**src/rtl/obi_pkg.sv**
```systemverilog
package obi_pkg;

  //////////////////////////////////////////////////////////////////////
  // Bus widths
  //////////////////////////////////////////////////////////////////////

  // Address and data widths of the shared OBI bus
  localparam int unsigned ADDR_WIDTH = 32;
  localparam int unsigned DATA_WIDTH = 32;

  // One byte enable per data byte
  localparam int unsigned BE_WIDTH = DATA_WIDTH / 8;

  // Address/attribute checksum driven with every request
  localparam int unsigned ACHK_WIDTH = 12;

  // Response checksum returned by the memory with every rvalid
  localparam int unsigned RCHK_WIDTH = 5;

  //////////////////////////////////////////////////////////////////////
  // Arbiter source queue
  //////////////////////////////////////////////////////////////////////

  // Number of transactions that may be in flight on the shared bus
  localparam int unsigned MAX_OUTSTANDING = 2;

  // Occupancy counter must be able to hold MAX_OUTSTANDING itself
  localparam int unsigned SRC_CNT_WIDTH = $clog2(MAX_OUTSTANDING + 1);

  // Index into the queue entries
  localparam int unsigned SRC_PTR_WIDTH = $clog2(MAX_OUTSTANDING);

  //////////////////////////////////////////////////////////////////////
  // Attribute encodings
  //////////////////////////////////////////////////////////////////////

  // Bit of memtype that marks an access as bufferable
  localparam int unsigned MEMTYPE_BUFFERABLE = 0;

  // Owner of a granted transaction, used to steer its response back
  typedef enum logic [0:0] {
    SRC_INSTR = 1'b0,
    SRC_DATA  = 1'b1
  } obi_src_e;

  //////////////////////////////////////////////////////////////////////
  // Request and response payloads
  //////////////////////////////////////////////////////////////////////

  // Everything that travels with req, held stable until gnt
  typedef struct packed {
    logic [ADDR_WIDTH-1:0] addr;
    logic                  we;
    logic [BE_WIDTH-1:0]   be;
    logic [DATA_WIDTH-1:0] wdata;
    logic [1:0]            memtype;
    logic [2:0]            prot;
    logic                  dbg;
  } obi_req_t;

  // Everything that travels with rvalid
  typedef struct packed {
    logic [DATA_WIDTH-1:0] rdata;
    logic                  err;
  } obi_rsp_t;

endpackage

```
**src/rtl/obi_arbiter.sv**
```systemverilog
`timescale 1ns/1ps

module obi_arbiter (
  input  logic              clk,
  input  logic              rst_ni,

  // Instruction fetch requester
  input  logic              instr_req_i,
  input  obi_pkg::obi_req_t instr_req_data_i,
  output logic              instr_gnt_o,
  output logic              instr_rvalid_o,

  // Load/store requester
  input  logic              data_req_i,
  input  obi_pkg::obi_req_t data_req_data_i,
  output logic              data_gnt_o,
  output logic              data_rvalid_o,

  // Shared external bus
  output logic              bus_req_o,
  output obi_pkg::obi_req_t bus_req_data_o,
  input  logic              bus_gnt_i,
  input  logic              bus_rvalid_i
);

  // Source of each outstanding transaction, oldest in entry 0
  obi_pkg::obi_src_e [obi_pkg::MAX_OUTSTANDING-1:0] src_q;
  obi_pkg::obi_src_e [obi_pkg::MAX_OUTSTANDING-1:0] src_n;
  logic [obi_pkg::SRC_CNT_WIDTH-1:0]                src_cnt_q;
  logic [obi_pkg::SRC_CNT_WIDTH-1:0]                src_cnt_n;

  obi_pkg::obi_src_e src_sel;
  logic              queue_full;
  logic              bus_grant;
  logic              rsp_valid;

  //////////////////////////////////////////////////////////////////////
  // Request side
  //////////////////////////////////////////////////////////////////////

  // Data port has fixed priority, a waiting fetch just holds its request
  assign src_sel = data_req_i ? obi_pkg::SRC_DATA : obi_pkg::SRC_INSTR;

  // No new request goes out while every queue slot is taken
  assign queue_full = (src_cnt_q == obi_pkg::SRC_CNT_WIDTH'(obi_pkg::MAX_OUTSTANDING));

  assign bus_req_o = (instr_req_i || data_req_i) && !queue_full;

  always_comb begin
    bus_req_data_o = (src_sel == obi_pkg::SRC_DATA) ? data_req_data_i : instr_req_data_i;
    // Fetches and loads are never bufferable, only stores keep the bit
    if ((src_sel == obi_pkg::SRC_INSTR) || !data_req_data_i.we) begin
      bus_req_data_o.memtype[obi_pkg::MEMTYPE_BUFFERABLE] = 1'b0;
    end
  end

  // Address phase completes when the memory accepts the request
  assign bus_grant = bus_req_o && bus_gnt_i;

  assign data_gnt_o  = bus_grant && (src_sel == obi_pkg::SRC_DATA);
  assign instr_gnt_o = bus_grant && (src_sel == obi_pkg::SRC_INSTR);

  //////////////////////////////////////////////////////////////////////
  // Response side
  //////////////////////////////////////////////////////////////////////

  // A response always belongs to the oldest transaction
  assign rsp_valid = bus_rvalid_i && (src_cnt_q != '0);

  assign data_rvalid_o  = rsp_valid && (src_q[0] == obi_pkg::SRC_DATA);
  assign instr_rvalid_o = rsp_valid && (src_q[0] == obi_pkg::SRC_INSTR);

  // Pop first, then append the new source behind what is left
  always_comb begin
    src_n     = src_q;
    src_cnt_n = src_cnt_q;
    if (rsp_valid) begin
      for (int i = 0; i < obi_pkg::MAX_OUTSTANDING - 1; i++) begin
        src_n[i] = src_q[i+1];
      end
      src_cnt_n = src_cnt_n - 1'b1;
    end
    if (bus_grant) begin
      // Grant is blocked when full, so the slot index stays in range
      src_n[src_cnt_n[obi_pkg::SRC_PTR_WIDTH-1:0]] = src_sel;
      src_cnt_n = src_cnt_n + 1'b1;
    end
  end

  // Occupancy is the only control state of the queue
  always_ff @(posedge clk or negedge rst_ni) begin
    if (!rst_ni) begin
      src_cnt_q <= '0;
    end else begin
      src_cnt_q <= src_cnt_n;
    end
  end

  // Entries beyond the count are don't care
  always_ff @(posedge clk) begin
    src_q <= src_n;
  end

endmodule

```
**src/rtl/obi_req_integrity.sv**
```systemverilog
`timescale 1ns/1ps

module obi_req_integrity (
  input  logic                           bus_req_i,
  input  obi_pkg::obi_req_t              bus_req_data_i,
  output logic                           reqpar_o,
  output logic [obi_pkg::ACHK_WIDTH-1:0] achk_o
);

  //////////////////////////////////////////////////////////////////////
  // Request parity
  //////////////////////////////////////////////////////////////////////

  // The strobe is protected by its own inverted copy
  assign reqpar_o = ~bus_req_i;

  //////////////////////////////////////////////////////////////////////
  // Address/attribute checksum
  //////////////////////////////////////////////////////////////////////

  // Layout, LSB first
  // 3..0 are even parity of the address bytes
  // 4 is odd parity of prot and memtype
  // 5 is odd parity of be and we
  // 6 is odd parity of dbg
  // 7 is reserved and reads as zero
  // 11..8 are even parity of the write data bytes
  always_comb begin
    achk_o = '0;

    // Address bytes, byte 0 lands in bit 0
    for (int b = 0; b < 4; b++) begin
      achk_o[b] = ^bus_req_data_i.addr[8*b +: 8];
    end

    // Attribute groups use odd parity so an all-zero bus is caught
    achk_o[4] = ~^{bus_req_data_i.prot, bus_req_data_i.memtype};
    achk_o[5] = ~^{bus_req_data_i.be, bus_req_data_i.we};
    achk_o[6] = ~^bus_req_data_i.dbg;

    // Write data bytes, fetches carry zero data so these stay low
    for (int b = 0; b < 4; b++) begin
      achk_o[8+b] = ^bus_req_data_i.wdata[8*b +: 8];
    end
  end

endmodule

```
**src/rtl/obi_rsp_integrity.sv**
```systemverilog
`timescale 1ns/1ps

module obi_rsp_integrity (
  input  logic                           clk,
  input  logic                           rst_ni,

  // Handshake strobes with their inverted companions
  input  logic                           gnt_i,
  input  logic                           gntpar_i,
  input  logic                           rvalid_i,
  input  logic                           rvalidpar_i,

  // Response payload and its checksum
  input  obi_pkg::obi_rsp_t              rsp_i,
  input  logic [obi_pkg::RCHK_WIDTH-1:0] rchk_i,

  // Sticky integrity alert
  output logic                           integrity_err_o
);

  logic [obi_pkg::RCHK_WIDTH-1:0] rchk_exp;
  logic                           gnt_err;
  logic                           rvalid_err;
  logic                           rchk_err;
  logic                           alert_q;

  //////////////////////////////////////////////////////////////////////
  // Strobe parity
  //////////////////////////////////////////////////////////////////////

  // A strobe and its companion must always differ, checked every cycle
  assign gnt_err    = (gnt_i == gntpar_i);
  assign rvalid_err = (rvalid_i == rvalidpar_i);

  //////////////////////////////////////////////////////////////////////
  // Response checksum
  //////////////////////////////////////////////////////////////////////

  // Even parity per read data byte plus one bit for err
  always_comb begin
    for (int b = 0; b < 4; b++) begin
      rchk_exp[b] = ^rsp_i.rdata[8*b +: 8];
    end
    rchk_exp[4] = ^rsp_i.err;
  end

  // Payload is only meaningful while rvalid is high
  assign rchk_err = rvalid_i && (rchk_i != rchk_exp);

  // Once raised the alert holds until the next reset
  always_ff @(posedge clk or negedge rst_ni) begin
    if (!rst_ni) begin
      alert_q <= 1'b0;
    end else if (gnt_err || rvalid_err || rchk_err) begin
      alert_q <= 1'b1;
    end
  end

  assign integrity_err_o = alert_q;

endmodule

```
**src/rtl/obi_mux_top.sv**
```systemverilog
`timescale 1ns/1ps

module obi_mux_top (
  input  logic                           clk,
  input  logic                           rst_ni,

  // Instruction fetch port
  input  logic                           instr_req_i,
  input  obi_pkg::obi_req_t              instr_req_data_i,
  output logic                           instr_gnt_o,
  output logic                           instr_rvalid_o,
  output obi_pkg::obi_rsp_t              instr_rsp_o,

  // Load/store port
  input  logic                           data_req_i,
  input  obi_pkg::obi_req_t              data_req_data_i,
  output logic                           data_gnt_o,
  output logic                           data_rvalid_o,
  output obi_pkg::obi_rsp_t              data_rsp_o,

  // External bus, address phase
  output logic                           req_o,
  output logic                           reqpar_o,
  output obi_pkg::obi_req_t              req_data_o,
  output logic [obi_pkg::ACHK_WIDTH-1:0] achk_o,

  // External bus, response phase
  input  logic                           gnt_i,
  input  logic                           gntpar_i,
  input  logic                           rvalid_i,
  input  logic                           rvalidpar_i,
  input  obi_pkg::obi_rsp_t              rsp_i,
  input  logic [obi_pkg::RCHK_WIDTH-1:0] rchk_i,

  // Sticky alert for any bad parity or checksum
  output logic                           integrity_err_o
);

  // Picks a port, fixes memtype and tracks who owns each response
  obi_arbiter i_arbiter (
    .clk              (clk),
    .rst_ni           (rst_ni),
    .instr_req_i      (instr_req_i),
    .instr_req_data_i (instr_req_data_i),
    .instr_gnt_o      (instr_gnt_o),
    .instr_rvalid_o   (instr_rvalid_o),
    .data_req_i       (data_req_i),
    .data_req_data_i  (data_req_data_i),
    .data_gnt_o       (data_gnt_o),
    .data_rvalid_o    (data_rvalid_o),
    .bus_req_o        (req_o),
    .bus_req_data_o   (req_data_o),
    .bus_gnt_i        (gnt_i),
    .bus_rvalid_i     (rvalid_i)
  );

  // Protection bits follow the request that actually goes out
  obi_req_integrity i_req_integrity (
    .bus_req_i      (req_o),
    .bus_req_data_i (req_data_o),
    .reqpar_o       (reqpar_o),
    .achk_o         (achk_o)
  );

  obi_rsp_integrity i_rsp_integrity (
    .clk             (clk),
    .rst_ni          (rst_ni),
    .gnt_i           (gnt_i),
    .gntpar_i        (gntpar_i),
    .rvalid_i        (rvalid_i),
    .rvalidpar_i     (rvalidpar_i),
    .rsp_i           (rsp_i),
    .rchk_i          (rchk_i),
    .integrity_err_o (integrity_err_o)
  );

  // Response payload is shared, the rvalid strobes pick the owner
  assign instr_rsp_o = rsp_i;
  assign data_rsp_o  = rsp_i;

endmodule

```
**config.mk**
```make
export PLATFORM = sky130hd
export DESIGN_NAME = obi_mux_top
export DESIGN_NICKNAME = d
export VERILOG_FILES = /design/src/rtl/obi_pkg.sv /design/src/rtl/obi_arbiter.sv /design/src/rtl/obi_req_integrity.sv /design/src/rtl/obi_rsp_integrity.sv /design/src/rtl/obi_mux_top.sv
export SDC_FILE = /design/constraint.sdc
export NUM_CORES = 1
export LEC_CHECK = 0
export BUFFER_PORTS_ARGS = -buffer_cell sky130_fd_sc_hd__clkbuf_2
export CAP_MARGIN = 20
export CORE_AREA = 2 2 137 139
export DETAILED_ROUTE_END_ITERATION = 7
export DIE_AREA = 0 0 139 141
export SYNTH_ARGS = -nofsm -noshare
export SYNTH_HDL_FRONTEND = slang
export SYNTH_SLANG_ARGS = --single-unit
```
**constraint.sdc**
```tcl
create_clock -name clk -period 3.9 [get_ports clk]
set_input_delay 0.195 -clock clk [delete_from_list [all_inputs] [get_ports clk]]
set_output_delay 0.195 -clock clk [all_outputs]
set_load 0.05 [all_outputs]
```
==> results of run 1 <==
## Yosys cell counts (all sizes together)
cell,number
nand2,4
nor2b,2
nor4,1
nand2b,2
ha,3
xor2,33
buf,76
mux2i,2
nor3b,1
o21ai,2
and2,1
mux2,73
nor2,6
conb,1
dfrtp,3
dfxtp,1
and3,3
edfxtp,1
xnor3,23
xnor2,19
inv,5
nor3,5
a211oi,2
## metrics by stage
stage	power, mW	cell area [µm²]
finish	1.70	4430
global route	1.79	4430
CTS	1.73	4430
detailed placement	1.55	4340
global placement	1.54	4340
floorplan	1.24	2900
## flip-flops by register name, summed over array words and instances, names as in the netlist
signal                           flops
i_rsp_integrity.integrity_err_o      1
i_arbiter.src_q                      2
i_arbiter.src_cnt_q                  2
## routing by layer
layer	wire [µm]	vias to the layer above	GRT usage
li1	-	1417	-
met1	4720	1297	0.128
met2	5030	114	0.158
met3	780	4	0.0238
met4	38	0	0.0112
met5	0	-	0
## final timing paths
kind / startpoint / cells after the start / end
max: data_req_i / 6 / achk_o[11]
min: rvalid_i / 3 / i_rsp_integrity.integrity_err_o
max reg2reg: i_arbiter.src_cnt_q[0] / 6 / i_arbiter.src_q[1]
min reg2reg: i_rsp_integrity.integrity_err_o / 2 / i_rsp_integrity.integrity_err_o
max in group asynchronous: rst_ni / 2 / i_arbiter.src_cnt_q[1]
min in group asynchronous: rst_ni / 2 / i_rsp_integrity.integrity_err_o
## layout make-up
type | count | area share
timing repair buffer | 356 | 0.405
multi-input combinational | 183 | 0.479
sequential | 5 | 0.0282
clock buffer | 4 | 0.0178
inverter | 5 | 0.00424
tap | 234 | 0.0661
## kinds of logic (layout without fill, tap and decap cells)
family                   count (synthesis)  count (layout)  share of synthesized area
adder cells (fa/ha/maj)                  3               3                     0.0130
XOR/XNOR                                75              75                      0.344
AO/OA/AOI/OAI                            4               4                    0.00863
buffers and inverters                   81             365                      0.225
flip-flops                               5               5                     0.0432
multiplexers                            75              75                      0.319
AND/OR/NAND/NOR                         25              25                     0.0462
other                                    1               1                    0.00129
## power by group
part | internal (mW) | switching, mW | leakage, nW
clock network | 0.136 | 0.0345 | 0.0382
registers | 0.0737 | 0.0135 | 0.0496
logic | 0.481 | 0.964 | 2.54
## worst max-delay path: stages
cell      delay [ns]
buf_4           0.55
mux2_2          0.43
xor2_1          0.19
xnor3_1         0.33
xnor3_1         0.40
clkbuf_2        0.27
==> key figures, run 1 <==
Outcome
  • Status: complete, no violations

Finish
  • Fraction of layout cells with a size suffix above 1: 0.758
  • Layout Utilization: 0.243
  • Area of the multi-input gates: 2120 µm²
  • # fillers: 1,984
  • P&R area growth vs syn: 52.9%
  • Finished Layout Cells: 787
  • FF+latch area: 125 µm²
  • Commonest cells after routing, fill and taps aside: clkbuf_2 (352), mux2_2 (33), xor2_1 (30), xnor3_1 (23), mux2_4 (22)
  • Final nets: 753
  • Antenna fix cells: 0
  • Commonest non-fill, non-tap cell in the layout: clkbuf_2

Yosys
  • Library cells used by synthesis: 33
  • Synth top area cells: xnor3_1 (18%), buf_4 (17%), mux2_2 (13%), mux2_4 (11%), xor2_1 (9.1%)
  • Mapped cell area: 2900 µm²
  • Cells after Synth: 269
  • Area share of the largest cell type after synthesis: 0.179
  • Register area share after synthesis: 0.0432
  • Syn nets: 468
  • Flop and latch count out of synthesis: 5
  • Avg Cell Area, Syn: 10.8 µm²
  • YS warnings: 0
  • Top cell type by total area after synthesis: xnor3_1

Floorplan
  • Core area: 18,300 µm²
  • IO Pins: 356
  • Die W: 139 µm
  • Die Ht: 141 µm
  • Core Rows: 50
  • Die ar.: 19,600 µm²
  • Initial core utilization: 0.159

Clock tree
  • Clk Latency, worst-skew pair: 0.23 ns
  • Setup Buffers After CTS: 0
  • CTS Sinks: 5
  • CTS tree: done
  • Clock-pin slew on the worst setup and hold paths: 0.03 ns
  • H-tree depth: 1
  • Cts repair resizes: 0
  • CTS root buffer: clkbuf_16
  • CTS max path bufs: 2
  • Hold buffers post-CTS: 1
  • Total CTS buffers: 3

Setup path
  • FF-to-FF setup slack: 2.27 ns
  • Crit path DAT: 2.41 ns
  • CP Capture Type: output port
  • CP required: 3.70 ns
  • CP max FO: 48
  • Worst Setup Start Kind: input pin
  • Setup CP Type: input pin to output port

STA
  • Worst Skew: 0.00137 ns
  • Fin Hold WS: 0.274 ns
  • Setup violators final: 0
  • Least-Margin Pin Slew: 0.737 ns
  • Fmax: 383 MHz
  • Min Clock Period, post-route: 2.61 ns
  • Pins Over Slew Limit: 0
  • Worst setup margin: 1.29 ns
  • Final worst-path cycle share: 0.669
  • Final Hold Viols: 0
  • Headroom to the max-slew limit: 0.509
  • Setup TNS: 0 ns
  • RSZ-0062 raised after global routing: false

Global routing
  • Overflow after GRT: 0
  • Vias in the first global route: 2,601
  • Initial antenna violation count: 0
  • Largest net degree at the start of global routing: 49
  • First-pass GRT wire length: 14,500 µm
  • Gr usage total: 0.0950

Routing
  • DR WL/cell: 13.4 µm
  • Drc violations: 0
  • Final ANT Viol Nets: 0
  • Detailed Routing Iterations Pass 1: 4
  • Routed vias/inst: 3.60
  • Routed wire length: 10,600 µm
  • Iter 0 DRT Violations: 85
  • Total vias in the final route: 2,832

Power
  • Power per Cell Area: 384 nW/µm²
  • Max VDD drop: 233 µV
  • LEAKAGE: 2.62 nW

Placement
  • Port Buf Inserts: 353
  • GP Congestion: 0.797
  • Detail Placement HPWL: 9830 µm
  • Post-Place Setup Slack: 1.26 ns
  • Dpl cells: 782

Worst hold path
  • Worst hold path class: input pin to flop

Job
  • Total of max-cap violations: 0
Power figures use the tool's default switching activity.
==> run 2, diff against run 1 <==
CORE_AREA = 2 2 139 141   (was 2 2 137 139)
DIE_AREA = 0 0 141 143   (was 0 0 139 141)
clock period = 2.5 ns   (was 3.9 ns; I/O delays follow)
==> run 2 against run 1 <==
Net effect: sequential power rose by 56%; total power rose by 57%; global-route usage fell by 0.084 points; clock power rose by 57%; final cell count rose by 0.25%; via count rose by 0.88%; sequential cell count did not move; critical path depth rose by 1; setup slack got worse by 1.2 ns; combinational power rose by 57%; register-to-register slack got worse by 1.4 ns; sequential share of layout area barely moved; critical path type unchanged.
==> key figures, run 2 (synthesis gave the netlist of run 1 again) <==
Placement
  • Post-Place Setup Slack: 0.123 ns
  • Port Buf Inserts: 353
  • Detail Placement HPWL: 10,000 µm
  • GP Congestion: 0.791

Finish
  • Fraction of layout cells with a size suffix above 1: 0.759
  • Final nets: 755
  • Area of the multi-input gates: 2120 µm²
  • Commonest cells after routing, fill and taps aside: clkbuf_2 (352), mux2_2 (33), xor2_1 (30), xnor3_1 (23), mux2_4 (22)
  • P&R area growth vs syn: 53.8%
  • FF+latch area: 125 µm²
  • Antenna fix cells: 0
  • Commonest non-fill, non-tap cell in the layout: clkbuf_2
  • # fillers: 1,983

STA
  • Worst setup margin: 0.132 ns
  • Final worst-path cycle share: 0.947
  • Setup violators final: 0
  • Fin Hold WS: 0.198 ns
  • Pins Over Slew Limit: 0
  • Worst Skew: 0.00262 ns
  • RSZ-0062 raised after global routing: false
  • Min Clock Period, post-route: 2.37 ns
  • Setup TNS: 0 ns
  • Final Hold Viols: 0
  • Fmax: 422 MHz

Setup path
  • Top delay family on crit path: buffers and inverters
  • CP max stage cell: buf_4
  • CP Launch Point: data_req_i
  • CP Capture Type: output port
  • Worst Setup Start Kind: input pin
  • CP cell instances: buf_4 > buf_4 > mux2_2 > xor2_1 > xnor3_1 > xnor3_1 > clkbuf_2
  • CP required: 2.38 ns
  • Crit path DAT: 2.24 ns
  • Reg-to-reg startpoint: i_arbiter.src_cnt_q[0]
  • Setup CP Type: input pin to output port
  • CP max FO: 29
  • CP peak stage delay: 0.39 ns
  • Buf/Inv on CP: 3

Global routing
  • Gr usage total: 0.0942
  • Overflow after GRT: 0
  • First-pass GRT wire length: 14,500 µm
  • Largest net degree at the start of global routing: 47
  • Initial antenna violation count: 0
  • Vias in the first global route: 2,620

Clock tree
  • Clk Latency, worst-skew pair: 0.23 ns
  • CTS max path bufs: 2
  • CTS tree: done
  • Total CTS buffers: 3
  • Hold buffers post-CTS: 1
  • CTS Sinks: 5
  • Clock-pin slew on the worst setup and hold paths: 0.03 ns
  • H-tree depth: 1
  • Setup Buffers After CTS: 0
  • CTS root buffer: clkbuf_16
  • Cts repair resizes: 0

Routing
  • DR WL/cell: 13.6 µm
  • Total vias in the final route: 2,857
  • Routed vias/inst: 3.62
  • Detailed Routing Iterations Pass 1: 4
  • Routed wire length: 10,800 µm
  • Iter 0 DRT Violations: 77
  • Final ANT Viol Nets: 0
  • Drc violations: 0

Power
  • LEAKAGE: 2.64 nW
  • Power per Cell Area: 601 nW/µm²
  • Max VDD drop: 450 µV

Worst hold path
  • Worst hold path startpoint: rvalid_i
  • Worst hold path class: input pin to flop

Floorplan
  • Die ar.: 20,200 µm²
  • Initial core utilization: 0.156
  • Die W: 141 µm
  • Die Ht: 143 µm
  • IO Pins: 356
  • Core area: 18,600 µm²
  • Core Rows: 50

Outcome
  • Status: complete, no violations

Job
  • Total of max-cap violations: 0
## run 2: through the flow
| step | power (mW) | std cells | util | instance area (µm²) |
|---|---|---|---|---|
| 3_5_place_dp | 2.44 | 784 | 0.235 | 4370 |
| 2_1_floorplan | 1.94 | 269 | - | 2900 |
| 3_3_place_gp | 2.42 | 784 | 0.235 | 4370 |
| 4_1_cts | 2.72 | 789 | 0.240 | 4460 |
| 6_report | 2.68 | 789 | 0.240 | 4460 |
| 5_1_grt | 2.82 | 789 | 0.240 | 4460 |
## run 2: per-layer routing
metal  vias to the layer above  wire length, µm  global-route usage
met3                         6              531              0.0121
li1                       1427                -                   -
met4                         0               85              0.0189
met2                       116             5230               0.152
met1                      1308             4900               0.135
met5                         -                0                   0
## run 2: layout make-up
class,count,share of cell area
flip-flops and latches,5,0.0281
inverters,5,0.00421
well taps,234,0.0657
repair buffers,358,0.409
clock buffers,4,0.0177
multi-input cells,183,0.476
## run 2: final timing paths
check | endpoint | slack [ns] | depth (start not counted)
worst max register to register | i_arbiter.src_q[1] | 0.83 | 6
worst max-delay path | achk_o[9] | 0.13 | 7
worst min register to register | i_rsp_integrity.integrity_err_o | 0.49 | 2
max in group asynchronous | i_arbiter.src_cnt_q[0] | 2.14 | 2
worst min-delay path | i_rsp_integrity.integrity_err_o | 0.20 | 3
min in group asynchronous | i_rsp_integrity.integrity_err_o | 0.25 | 2
## run 2: tightest hold or removal path: cells and delay by family
kind | cells | cell delay [ns]
buffers and inverters | 1 | 0.11
AO/OA/AOI/OAI | 1 | 0.10
AND/OR/NAND/NOR | 1 | 0.05
## run 2: where the power goes
part           total [mW]  leakage [nW]  internal, mW  switching [mW]
clock network       0.267        0.0382         0.212          0.0552
logic                2.28          2.55         0.757            1.52
registers           0.136        0.0496         0.115          0.0213
==> run 3, diff against run 2 <==
CELL_PAD_IN_SITES_DETAIL_PLACEMENT = 1   (was default)
CELL_PAD_IN_SITES_GLOBAL_PLACEMENT = 2   (was default)
CORE_AREA = default   (was 2 2 139 141)
CORE_MARGIN = 2   (was default)
CORE_UTILIZATION = 16   (was default)
DIE_AREA = default   (was 0 0 141 143)
PLACE_DENSITY_LB_ADDON = 0.1   (was default)
==> run 3 against run 2 <==
Net effect: maximum frequency is 6.7% higher; cell area is 1.5% higher; sequential cell count stayed put.
==> key figures, run 3 (synthesis gave the netlist of run 1 again) <==
Outcome
  • Status: complete, no violations

Clock tree
  • CTS tree: done
  • Setup Buffers After CTS: 0
  • Clock-pin slew on the worst setup and hold paths: 0.03 ns
  • CTS root buffer: clkbuf_16
  • Total CTS buffers: 3
  • CTS max path bufs: 2
  • H-tree depth: 1
  • Clk Latency, worst-skew pair: 0.23 ns
  • Hold buffers post-CTS: 1
  • Cts repair resizes: 0
  • CTS Sinks: 5

Routing
  • Routed vias/inst: 3.79
  • Drc violations: 0
  • DR WL/cell: 15.9 µm
  • Total vias in the final route: 2,990
  • Routed wire length: 12,500 µm
  • Final ANT Viol Nets: 0
  • Iter 0 DRT Violations: 35
  • Detailed Routing Iterations Pass 1: 4

Setup path
  • FF-to-FF setup slack: 0.83 ns
  • Worst Setup Start Kind: input pin
  • Setup CP Type: input pin to output port
  • R2R Path End: i_arbiter.src_q[1]
  • CP peak stage delay: 0.38 ns
  • Reg-to-reg startpoint: i_arbiter.src_cnt_q[0]
  • CP cell instances: buf_4 > buf_12 > buf_12 > mux2_4 > xor2_1 > xnor3_1 > xnor3_1 > clkbuf_2
  • CP max stage cell: xnor3_1
  • CP required: 2.38 ns
  • CP max FO: 14
  • CP Capture Type: output port
  • R2r worst-path depth: 5
  • Buf/Inv on CP: 4
  • Top delay family on crit path: XOR/XNOR gates
  • Crit path DAT: 2.09 ns

Global routing
  • First-pass GRT wire length: 18,700 µm
  • Overflow after GRT: 0
  • Largest net degree at the start of global routing: 23
  • Vias in the first global route: 3,214
  • Gr usage total: 0.125
  • Initial antenna violation count: 2

Power
  • Power per Cell Area: 602 nW/µm²
  • LEAKAGE: 2.67 nW
  • Max VDD drop: 336 µV
  • Tot Pwr: 2.72 mW

Finish
  • Fraction of layout cells with a size suffix above 1: 0.759
  • Final nets: 757
  • Commonest cells after routing, fill and taps aside: clkbuf_2 (351), mux2_2 (33), xor2_1 (30), xnor3_1 (23), mux2_4 (22)
  • P&R area growth vs syn: 56.1%
  • Area of the multi-input gates: 2120 µm²
  • # fillers: 2,189
  • Finished Layout Cells: 788
  • FF+latch area: 125 µm²
  • Design area: 4520 µm²
  • Commonest non-fill, non-tap cell in the layout: clkbuf_2

Floorplan
  • Die Ht: 139 µm
  • Core Rows: 49
  • Die W: 139 µm
  • Die ar.: 19,200 µm²
  • Core area: 17,800 µm²
  • IO Pins: 356
  • Initial core utilization: 0.162

Job
  • Total of max-cap violations: 0

Worst hold path
  • Hold worst-path end: i_rsp_integrity.integrity_err_o
  • Worst hold stages: 3
  • Worst hold path startpoint: rvalid_i
  • Worst hold path class: input pin to flop

STA
  • Setup violators final: 0
  • Pins Over Slew Limit: 0
  • Worst Skew: 0.000210 ns
  • Min Clock Period, post-route: 2.22 ns
  • Fmax: 451 MHz
  • Final Hold Viols: 0
  • Final worst-path cycle share: 0.887
  • Fin Hold WS: 0.211 ns
  • RSZ-0062 raised after global routing: false
  • Setup TNS: 0 ns

Placement
  • GP Congestion: 0.858
  • Port Buf Inserts: 353
  • Cell area after placement: 4430 µm²
  • Dpl cells: 781
  • Detail Placement HPWL: 11,900 µm
run 3: worst max-delay path by stage:
stage	depth (start not counted)	to	slack, ns	startpoint
final	8	achk_o[3]	0.28	data_req_i
after global routing	8	achk_o[3]	0.17	data_req_i
after floorplan	8	instr_gnt_o	0.31	data_req_i
after global placement	8	achk_o[3]	0.27	data_req_i
after detailed placement	8	achk_o[3]	0.27	data_req_i
after CTS	8	achk_o[3]	0.27	data_req_i
run 3: worst register-to-register path, delay by kind of cell, from the launching register on:
family / cells / cell delay, ns
buffers and inverters: 1 / 0.11
DFF: 1 / 0.38
xor gates and xnor gates: 1 / 0.20
adders and majority gates: 2 / 0.41
and+or+nand+nor: 1 / 0.28
run 3: stage by stage:
step / util / worst slack [ns]
after floorplan: - / 0.306
after global placement: 0.248 / 0.271
after detailed placement: 0.248 / 0.272
after CTS: 0.253 / 0.268
after global routing: 0.254 / 0.170
final: 0.254 / 0.281
run 3: final cells by class:
cell class | count | area share
inverters | 5 | 0.00415
flip-flops and latches | 5 | 0.0277
clock buffers | 4 | 0.0174
well taps | 229 | 0.0633
multi-input cells | 183 | 0.469
repair buffers | 360 | 0.418
diodes | 2 | 0.00111
run 3: per-layer routing:
metal	global-route usage	routed length (µm)
met1	0.134	4390
met2	0.247	6800
met3	0.0256	1050
met4	0.0306	292
met5	0	0
run 3: power breakdown:
part | switching (mW) | internal [mW] | total (mW) | leakage [nW]
Sequential | 0.0219 | 0.115 | 0.137 | 0.0496
Combinational | 1.53 | 0.794 | 2.32 | 2.58
Clock | 0.0552 | 0.212 | 0.267 | 0.0382
Total | 1.60 | 1.12 | 2.72 | 2.67
